[src/sdPkg.sv]
`default_nettype none

package sdPkg;

    // ==================================================================
    // Frame geometry
    // ==================================================================
    localparam int CmdFrameWidth = 48;
    localparam int LongRespWidth = 136;
    localparam int CrcWidth      = 7;

    // Command frame, also the layout of a short response
    typedef logic [CmdFrameWidth-1:0] cmdFrame_t;

    // Response word, short responses sit in the low 48 bits
    typedef logic [LongRespWidth-1:0] respData_t;

    typedef logic [CrcWidth-1:0] crc7_t;

    // ==================================================================
    // Encodings
    // ==================================================================
    typedef enum logic [1:0] {
        RespNone = 2'b00,
        Resp48   = 2'b01,
        Resp136  = 2'b10
    } respType_e;

    typedef enum logic [1:0] {
        CmdIdle,
        CmdShift,
        CmdCrc,
        CmdEnd
    } cmdState_e;

    typedef enum logic [1:0] {
        RespIdle,
        RespWait,
        RespShift,
        RespCheck
    } respState_e;

endpackage

`default_nettype wire
[src/sdCmdHandoffIf.sv]
`timescale 1ns/1ps
`default_nettype none

interface sdCmdHandoffIf import sdPkg::*; ();

    // Pulse after the end bit when a response is expected
    logic      respArm;
    // Response type of the command in flight
    respType_e armType;
    // New command accepted, drop any pending response
    logic      cmdAbort;
    // Transmitter owns the CMD line
    logic      lineDriven;

    modport tx (
        output respArm,
        output armType,
        output cmdAbort,
        output lineDriven
    );

    modport rx (
        input respArm,
        input armType,
        input cmdAbort,
        input lineDriven
    );

endinterface

`default_nettype wire

[src/sdCmdController.sv]
`timescale 1ns/1ps
`default_nettype none

module sdCmdController import sdPkg::*; #(
    parameter int TurnaroundCycles = 2
) (
    input  wire            clk_fast,
    input  wire            rst,
    input  wire            cmdStart,
    input  wire cmdFrame_t cmdData,
    input  wire respType_e respType,
    input  wire            sdCmdIn,
    output wire            sdCmdOut,
    output wire            sdCmdOe,
    output wire            cmdDone,
    output wire            respDone,
    output wire respData_t respData,
    output wire            respCrcErr
);

    // Transmitter to receiver hand-over
    sdCmdHandoffIf handoff ();

    sdCmdTx cmdTx (
        .clk_fast (clk_fast),
        .rst      (rst),
        .cmdStart (cmdStart),
        .cmdData  (cmdData),
        .respType (respType),
        .sdCmdOut (sdCmdOut),
        .sdCmdOe  (sdCmdOe),
        .cmdDone  (cmdDone),
        .handoff  (handoff.tx)
    );

    sdRespRx #(
        .TurnaroundCycles (TurnaroundCycles)
    ) respRx (
        .clk_fast   (clk_fast),
        .rst        (rst),
        .sdCmdIn    (sdCmdIn),
        .handoff    (handoff.rx),
        .respDone   (respDone),
        .respData   (respData),
        .respCrcErr (respCrcErr)
    );

endmodule

`default_nettype wire

[src/sdRespRx.sv]
`timescale 1ns/1ps
`default_nettype none

module sdRespRx import sdPkg::*; #(
    parameter int TurnaroundCycles = 2
) (
    input  wire        clk_fast,
    input  wire        rst,
    input  wire        sdCmdIn,
    sdCmdHandoffIf.rx  handoff,
    output logic       respDone,
    output respData_t  respData,
    output logic       respCrcErr
);

    localparam int TurnWidth = $clog2(TurnaroundCycles + 2);

    respState_e           state;
    logic [TurnWidth-1:0] turnCount;
    logic [7:0]           bitCount;
    logic [7:0]           lastBit;
    logic [7:0]           crcFirst;
    logic [7:0]           crcLast;
    logic                 isLong;
    logic                 startSeen;
    logic                 sample;
    logic                 crcEnable;
    respData_t            shiftReg;
    respData_t            frameData;
    crc7_t                crc;
    logic                 crcOk;
    logic                 endOk;

    // armType holds until the next accepted command, which aborts us anyway
    assign isLong  = (handoff.armType == Resp136);
    assign lastBit = isLong ? 8'(LongRespWidth - 1) : 8'(CmdFrameWidth - 1);

    // Long responses skip the start, transmission and reserved bits
    assign crcFirst = isLong ? 8'd8 : 8'd0;
    assign crcLast  = lastBit - 8'd8;

    assign startSeen = (state == RespWait) && (turnCount == '0) && !sdCmdIn;
    assign sample    = startSeen || (state == RespShift);
    assign crcEnable = sample && (bitCount >= crcFirst) && (bitCount <= crcLast);

    // ==================================================================
    // CRC7 over the incoming bits
    // ==================================================================
    sdCrc7 respCrc (
        .clk_fast (clk_fast),
        .rst      (rst),
        .clear    (handoff.respArm),
        .enable   (crcEnable),
        .dataBit  (sdCmdIn),
        .crc      (crc)
    );

    // Bits enter at the LSB so the frame ends right-aligned
    always_ff @(posedge clk_fast) begin
        if (sample) begin
            shiftReg <= {shiftReg[LongRespWidth-2:0], sdCmdIn};
        end
    end

    // Short frames are zero-extended to the full response word
    assign frameData = isLong ? shiftReg : respData_t'(shiftReg[CmdFrameWidth-1:0]);
    assign crcOk     = (crc == shiftReg[CrcWidth:1]);
    assign endOk     = shiftReg[0];

    // ==================================================================
    // FSM
    // ==================================================================
    always_ff @(posedge clk_fast) begin
        if (rst) begin
            state      <= RespIdle;
            turnCount  <= '0;
            bitCount   <= '0;
            respDone   <= 1'b0;
            respData   <= '0;
            respCrcErr <= 1'b0;
        end else begin
            respDone <= 1'b0;
            if (handoff.cmdAbort) begin
                // New command wins over anything pending
                state <= RespIdle;
            end else if (handoff.respArm) begin
                state     <= RespWait;
                turnCount <= TurnWidth'(TurnaroundCycles);
                bitCount  <= '0;
            end else begin
                case (state)
                    RespIdle: begin
                    end
                    RespWait: begin
                        // Card and host swap line ownership here
                        if (turnCount != '0) begin
                            turnCount <= turnCount - 1'b1;
                        end else if (startSeen) begin
                            bitCount <= 8'd1;
                            state    <= RespShift;
                        end
                    end
                    RespShift: begin
                        bitCount <= bitCount + 8'd1;
                        if (bitCount == lastBit) begin
                            state <= RespCheck;
                        end
                    end
                    RespCheck: begin
                        respData   <= frameData;
                        respCrcErr <= !crcOk || !endOk;
                        respDone   <= 1'b1;
                        state      <= RespIdle;
                    end
                    default: state <= RespIdle;
                endcase
            end
        end
    end

    // Arming only ever follows the end bit driven by the transmitter
    armAfterCommand: assert property (
        @(posedge clk_fast) disable iff (rst)
        handoff.respArm |-> $past(handoff.lineDriven)
    );

endmodule

`default_nettype wire

[src/sdCmdTx.sv]
`timescale 1ns/1ps
`default_nettype none

module sdCmdTx import sdPkg::*; (
    input  wire        clk_fast,
    input  wire        rst,
    input  wire        cmdStart,
    input  wire        cmdFrame_t cmdData,
    input  wire        respType_e respType,
    output logic       sdCmdOut,
    output logic       sdCmdOe,
    output logic       cmdDone,
    sdCmdHandoffIf.tx  handoff
);

    // Start bit, transmission bit, index and argument
    localparam int DataBits = CmdFrameWidth - 8;

    cmdState_e  state;
    cmdFrame_t  frameReg;
    logic [5:0] bitCount;
    logic       accept;
    logic       crcEnable;
    logic       crcBit;
    crc7_t      crc;

    // A start while the frame is on the line is dropped
    assign accept = cmdStart && (state == CmdIdle);

    assign handoff.cmdAbort   = accept;
    assign handoff.lineDriven = sdCmdOe;

    // ==================================================================
    // CRC7
    // ==================================================================
    // Feeding the MSB back in during CmdCrc cancels the feedback,
    // so the remainder simply shifts out MSB first
    assign crcEnable = (state == CmdShift) || (state == CmdCrc);
    assign crcBit    = (state == CmdCrc) ? crc[CrcWidth-1] : frameReg[CmdFrameWidth-1];

    sdCrc7 cmdCrc (
        .clk_fast (clk_fast),
        .rst      (rst),
        .clear    (accept),
        .enable   (crcEnable),
        .dataBit  (crcBit),
        .crc      (crc)
    );

    // ==================================================================
    // Line driver
    // ==================================================================
    always_comb begin
        case (state)
            CmdShift: sdCmdOut = frameReg[CmdFrameWidth-1];
            CmdCrc:   sdCmdOut = crc[CrcWidth-1];
            default:  sdCmdOut = 1'b1;
        endcase
    end

    always_ff @(posedge clk_fast) begin
        if (accept) begin
            frameReg <= cmdData;
        end else if (state == CmdShift) begin
            frameReg <= {frameReg[CmdFrameWidth-2:0], 1'b0};
        end
    end

    // ==================================================================
    // FSM
    // ==================================================================
    always_ff @(posedge clk_fast) begin
        if (rst) begin
            state           <= CmdIdle;
            bitCount        <= '0;
            sdCmdOe         <= 1'b0;
            cmdDone         <= 1'b0;
            handoff.respArm <= 1'b0;
            handoff.armType <= RespNone;
        end else begin
            cmdDone         <= 1'b0;
            handoff.respArm <= 1'b0;
            case (state)
                CmdIdle: begin
                    if (accept) begin
                        state           <= CmdShift;
                        bitCount        <= '0;
                        sdCmdOe         <= 1'b1;
                        handoff.armType <= respType;
                    end
                end
                CmdShift: begin
                    bitCount <= bitCount + 6'd1;
                    if (bitCount == 6'(DataBits - 1)) begin
                        bitCount <= '0;
                        state    <= CmdCrc;
                    end
                end
                CmdCrc: begin
                    bitCount <= bitCount + 6'd1;
                    if (bitCount == 6'(CrcWidth - 1)) begin
                        state <= CmdEnd;
                    end
                end
                CmdEnd: begin
                    // End bit is on the line this cycle
                    state           <= CmdIdle;
                    sdCmdOe         <= 1'b0;
                    cmdDone         <= 1'b1;
                    handoff.respArm <= (handoff.armType != RespNone);
                end
                default: state <= CmdIdle;
            endcase
        end
    end

    oeOnlyWhileBusy: assert property (
        @(posedge clk_fast) disable iff (rst)
        (state == CmdIdle) |-> !sdCmdOe
    );

endmodule

`default_nettype wire

[src/sdCrc7.sv]
`timescale 1ns/1ps
`default_nettype none

module sdCrc7 import sdPkg::*; (
    input  wire   clk_fast,
    input  wire   rst,
    input  wire   clear,
    input  wire   enable,
    input  wire   dataBit,
    output crc7_t crc
);

    // x^7 + x^3 + 1, the x^7 term is implied by the shift
    localparam crc7_t Poly = 7'h09;

    logic feedback;

    assign feedback = dataBit ^ crc[CrcWidth-1];

    always_ff @(posedge clk_fast) begin
        if (rst || clear) begin
            crc <= '0;
        end else if (enable) begin
            crc <= {crc[CrcWidth-2:0], 1'b0} ^ (feedback ? Poly : '0);
        end
    end

endmodule

`default_nettype wire

[config.mk]
export PLATFORM = sky130hd
export DESIGN_NAME = sdCmdController
export DESIGN_NICKNAME = d
export VERILOG_FILES = /design/src/sdPkg.sv /design/src/sdCmdHandoffIf.sv /design/src/sdCmdController.sv /design/src/sdRespRx.sv /design/src/sdCmdTx.sv /design/src/sdCrc7.sv
export SDC_FILE = /design/constraint.sdc
export NUM_CORES = 1
export LEC_CHECK = 0
export BUFFER_PORTS_ARGS = -buffer_cell sky130_fd_sc_hd__buf_2
export CAP_MARGIN = 40
export CORE_UTILIZATION = 38
export DETAILED_ROUTE_END_ITERATION = 8
export GPL_TIMING_DRIVEN = 0
export PLACE_DENSITY = 0.54
export REMOVE_ABC_BUFFERS = 1
export SETUP_SLACK_MARGIN = 0.2
export SKIP_LAST_GASP = 1
export SLEW_MARGIN = 20
export SYNTH_ARGS = -nofsm -noshare
export SYNTH_HDL_FRONTEND = slang
export SYNTH_SLANG_ARGS = --single-unit
[constraint.sdc]
create_clock -name clk_fast -period 8.7 [get_ports clk_fast]
set_input_delay 0.87 -clock clk_fast [delete_from_list [all_inputs] [get_ports clk_fast]]
set_output_delay 0.87 -clock clk_fast [all_outputs]
set_load 0.01 [all_outputs]
### Word-level counts from Yosys, hierarchy flattened

Index checks and enable logic that the tools add are counted.

* bits in latches: 0
* bits in writable memories: 0
* output and inout bits: 141
* input bits: 54
* ROM bits: 0
* memories: 0
* register bits after elaboration: 361
* word-level logic and storage cells: 119

* reduce and logical (&&, ||, !) cells: 37
* add/subtract/negate cells: 4
* shift-type cells: 0
* eq/ne operators: 20
* divide/modulo/power cells: 0
* bitwise logic cells: 7
* multipliers: 0
* mux-type cells: 32
* $lt $le $gt $ge: 2

Operators with widths (number)
* $mux 136: 1
* $mux 48: 2
* $mux 8: 4
* $mux 2: 9
* $pmux 6 s3: 1
* $pmux 8 s2: 1
* $xor 7x4->7: 2
* $mux 4: 3
* $mux 6: 2
* $reduce_and 4->1: 3
* $reduce_bool 2->1: 6
* $eq 2x2->1 const B: 5
* $ne 2x2->1 const B: 5
* $reduce_and 3->1: 3
* $reduce_bool 3->1: 3
* $add 8x1->8 const B: 1
* $eq 8x8->1: 1
* $ge 8x8->1: 1
* $le 8x8->1: 1
* $pmux 2 s4: 1
* $sub 8x4->8 const B: 1
* $eq 7x7->1: 1
* $add 6x1->6 const B: 1
* $eq 6x3->1 const B: 1
* 19 further kinds: 43

### Longest topological paths before layout

* word-level depth: 7
* gate-level depth with buffers: 10
* gate-level depth less buffers: 8

### Cells and area by module

A second synthesis with hierarchy kept.

* cells, all modules: 1102
* area, all modules: 13227.7 sq um

Modules (own cells, without submodules)
* sdRespRx: area an instance 9954.5 sq um, sequential area each 7086.8 sq um, cells each 856, instances 1
* sdCmdTx: area an instance 2720.1 sq um, sequential area each 1701.6 sq um, cells each 190, instances 1
* sdCrc7: area an instance 276.5 sq um, sequential area each 140.1 sq um, cells each 28, instances 2

### Worst setup path before layout

OpenSTA, ideal clock, no wires.

* path type: in2reg
* from: in sdCmdIn
* to: reg respRx.respCrc.crc[0]
* stages: 6
* path buffers: 1
* setup time: 148 ps
* path slack: 3109 ps
* arrival: 5443 ps
* data required time: 8552 ps
* path through: nand3b_1 -> nand2b_1 -> o211ai_1 -> buf_2 -> nand3_1 -> o31ai_1

* cells in the longest elaborated chain, start to end: 5
* elaborated cells on any way between the ends: 8
* those cells by class: mux: 1; bitwise: 2; reduce/logical: 5

RTL lines
* start: declaration: RTL line sdCmdController.sv:12 `input wire sdCmdIn,`
* $logic_not 1->1: RTL line sdRespRx.sv:42 `assign startSeen = (state == RespWait) && (turnCount == '0) && !sdCmdIn;`
* $logic_and 1x1->1: RTL line sdRespRx.sv:42
* $logic_or 1x1->1: RTL line sdRespRx.sv:43 `assign sample = startSeen || (state == RespShift);`
* named net respRx.sample: RTL line sdRespRx.sv:26 `logic sample;`
* $logic_and 1x1->1 (2 in series): RTL line sdRespRx.sv:44 `assign crcEnable = sample && (bitCount >= crcFirst) && (bitCount <= crcLast);`
* end signal: assignment: RTL line sdCrc7.sv:24 `crc <= {crc[CrcWidth-2:0], 1'b0} ^ (feedback ? Poly : '0);`
* end: declaration: RTL line sdCrc7.sv:10 `output crc7_t crc`

The timed path passes the listed nets, and every way through them passes these cells.
A chain may end at the register's enable or synchronous reset.

### Final worst setup path

* from: reg cmdTx.state[0]
* to: reg respRx.respData[82]

* cells in the longest elaborated chain, start to end: 4

RTL lines
* start: declaration: RTL line sdCmdTx.sv:19 `cmdState_e state;`
* start signal: assignment: RTL line sdCmdTx.sv:74 `state <= CmdIdle;`
* start signal: assignment: RTL line sdCmdTx.sv:86 `state <= CmdShift;`
* start signal: assignment: RTL line sdCmdTx.sv:96 `state <= CmdCrc;`
* $logic_not 2->1: RTL line sdCmdTx.sv:28 `assign accept = cmdStart && (state == CmdIdle);`
* $logic_and 1x1->1: RTL line sdCmdTx.sv:28
* $not 1->1 (no source line)
* $reduce_and 3->1 (no source line)
* end signal: assignment: RTL line sdRespRx.sv:110 `respData <= frameData;`
* end: declaration: RTL line sdRespRx.sv:12 `output respData_t respData,`

No other way between the ends.

==> run summary <==
I/O Buffers - 194
CP max FO - 59
Vias per inst - 4.81
Syn Std Cell Area - 0.0129 mm2
Post-Syn Instances - 1,099
Cell at the root of the clock tree - clkbuf_16
Post-CTS Setup Inserts - 0
CTS tree - yes
Commonest non-fill, non-tap cell in the layout - nand2_1
Hold_buf cts - 0
Fin nets - 1,356
Final wirelength - 26,700 um
Clock sink count - 361
Post-CTS sizing - 0
Number of distinct library cells after synthesis - 53
Die W - 186 um
Setup TNS - 0 ns
Starting DRC count in detailed routing - 509
Routed len/inst - 15.2 um
Residual DRC - 0
Grt total ovfl - 0
LEAKAGE - 5.81 nW
Clock tree buffer depth - 3
Warning count from the yosys run - 0
Die footprint - 0.0346 mm2
Routability-driven placement congestion ratio - 0.754
R2r setup slk - 5.42 ns
Worst Path Required - 9.17 ns
Num CTS Buffers - 40
P&R area growth vs syn - 21.9%
Worst skew pair latency - 0.54 ns
First-pass GRT wire length - 42,200 um
Worst r2r path cells - 8
Core Util, Final - 47.6%
Synth Flop Type - edfxtp_1
Die Y - 186 um
Tot GR Track Use - 15.3%
Number of global-route vias before repair - 8,179
Post-synth top area cell - edfxtp_1
Synthesized flop and latch total - 361
Initial antenna violation count - 0
Total iterations of the first detailed-routing run - 4
Design Area, Final - 0.0157 mm2
Area contributors post-synth - edfxtp_1 (43%), dfxtp_1 (28%), nand2_1 (8.7%), a21oi_1 (4.3%), a22o_1 (2.9%)
Ratio of cells with drive above 1 in the final layout - 20.9%
Total power - 4.08 mW
Clock-pin slew on the worst setup and hold paths - 0.06 ns
Largest net degree at the start of global routing - 96
Clock period minus worst slack - 3.28 ns
I/O pin count - 195
Max_slew headroom - 50.7%
CORE AREA - 0.0329 mm2
RR Startpoint - cmdTx.state[0]
Peak VDD IR - 0.286 mV
Post-route ant nets - 0
CP startpoint kind - flip-flop
Top-area cell type share of the netlist area - 43.0%
Hold path endpoint - respRx.shiftReg[31]
Max Cap Viol - 0
Total number of vias - 8,447
Commonest cells after routing, fill and taps aside - nand2_1 (296), buf_2 (194), edfxtp_1 (184)
Worst Path Arrival - 3.75 ns
Hold_sp - respRx.shiftReg[30]
Post-synth EDFFs - 184
Worst Hold Class - flip-flop to flip-flop
Placed Area - 0.0144 mm2
Final hold vios - 0
Part of the cycle the worst path needs - 37.7%
Seq/Total Area, Yosys - 70.5%
RSZ-0062 raised after global routing - false
Final setup fails - 0
Outcome - finished clean
Fill count - 3,090
Final Skew - 0.0266 ns
Avg Cell Area, Syn - 11.7 um2
Hold depth - 0
Power per Cell Area - 260 mW/mm2
H-tree levels - 2
Final worst setup slack - 5.42 ns
Final HPWL from detailed placement - 15,900 um
Max Slew Vio Count - 0
Worst reg2reg path endpoint - respRx.respData[82]
Row Count - 66
Critical Path Sink Type - flip-flop
N_diodes - 0
Fmax - 305 MHz
Initial Util - 39.0%
Setup slack after placement - 5.11 ns
Critical Setup Path Class - flip-flop to flip-flop
Slew @ Worst Pin - 0.737 ns
Synth async-reset ratio - 0%
## metrics by stage
| stage | instances | hold WS [ns] |
|---|---|---|
| after floorplan | 1036 | 0.426 |
| after global routing | 1757 | 0.437 |
| after CTS | 1757 | 0.432 |
| after global placement | 1672 | 0.429 |
| final | 1757 | 0.435 |
| after detailed placement | 1684 | 0.434 |
## cell type report
class / instances / area, um2 / area share (%)
Sequential cell: 361 / 9070 / 57.9
Multi-Input combinational cell: 661 / 3500 / 22.3
Timing Repair Buffer: 206 / 1230 / 7.86
Clock buffer: 61 / 1150 / 7.34
Tap cell: 442 / 553 / 3.53
Clock inverter: 12 / 116 / 0.742
Inverter: 14 / 52.6 / 0.335
## how the worst max path moves through the flow
stage / slack, ns / start / end / cells past startpoint
after floorplan: 2.61 / sdCmdIn / respRx.respCrc.crc[0] / 4
after global placement: -1.29 / cmdStart / respRx.respData[71] / 5
after detailed placement: 5.11 / cmdStart / respRx.respData[82] / 7
after CTS: 5.34 / cmdTx.state[0] / respRx.respData[82] / 8
after global routing: 5.13 / cmdTx.state[0] / respRx.respData[83] / 8
final: 5.42 / cmdTx.state[0] / respRx.respData[82] / 8
## cell usage after synthesis, types with 8 or more instances
master      n
nand2b_1    8
clkbuf_1   30
nand3_1    56
ha_1       18
a21oi_1   110
edfxtp_1  184
mux2i_1     8
nand2_1   297
nor2_1     33
xnor2_1    10
dfxtp_1   177
inv_1      13
buf_2      25
o21ai_0    16
a22o_1     43
## logic make-up after synthesis
logic type,after synthesis,synth area share [%]
AND/OR/NAND/NOR,429,14.1
adder cells (fa/ha/maj),18,1.75
flip-flops,361,70.5
XOR/XNOR,16,1.09
buffers and inverters,77,2.58
multiplexers,9,0.711
AO/OA/AOI/OAI,189,9.18
## registers in the layout (all words and copies together) (netlist names), 6 cells and up
name                flops
cmdTx.frameReg         48
cmdTx.bitCount          6
respRx.shiftReg       136
respRx.respCrc.crc      7
respRx.respData       136
cmdTx.cmdCrc.crc        7
respRx.bitCount         8
## critical path, stage by stage, from the launching register on
cell     delay (ns)
dfxtp_1        0.37
inv_1          0.09
ha_1           0.31
nand2_4        0.53
nand3_4        0.57
nor3_4         0.78
buf_8          0.24
buf_8          0.16
a22o_1         0.13
## report_power, final
part	internal, mW	switching [mW]	leakage (nW)
clock network	0.949	0.674	0.622
registers	1.98	0.0425	2.83
logic	0.137	0.292	2.36
total	3.07	1.01	5.81
## layer usage
| layer | track usage (%) | part of all wire [%] | vias to the layer above |
|---|---|---|---|
| met4 | 4.69 | 2.0 | 0 |
| met3 | 3.87 | 6.4 | 44 |
| met5 | 0 | 0 | - |
| li1 | - | - | 4208 |
| met2 | 23.4 | 43 | 191 |
| met1 | 21.2 | 48 | 4004 |
Note: power is estimated with default switching activity, not from simulation.
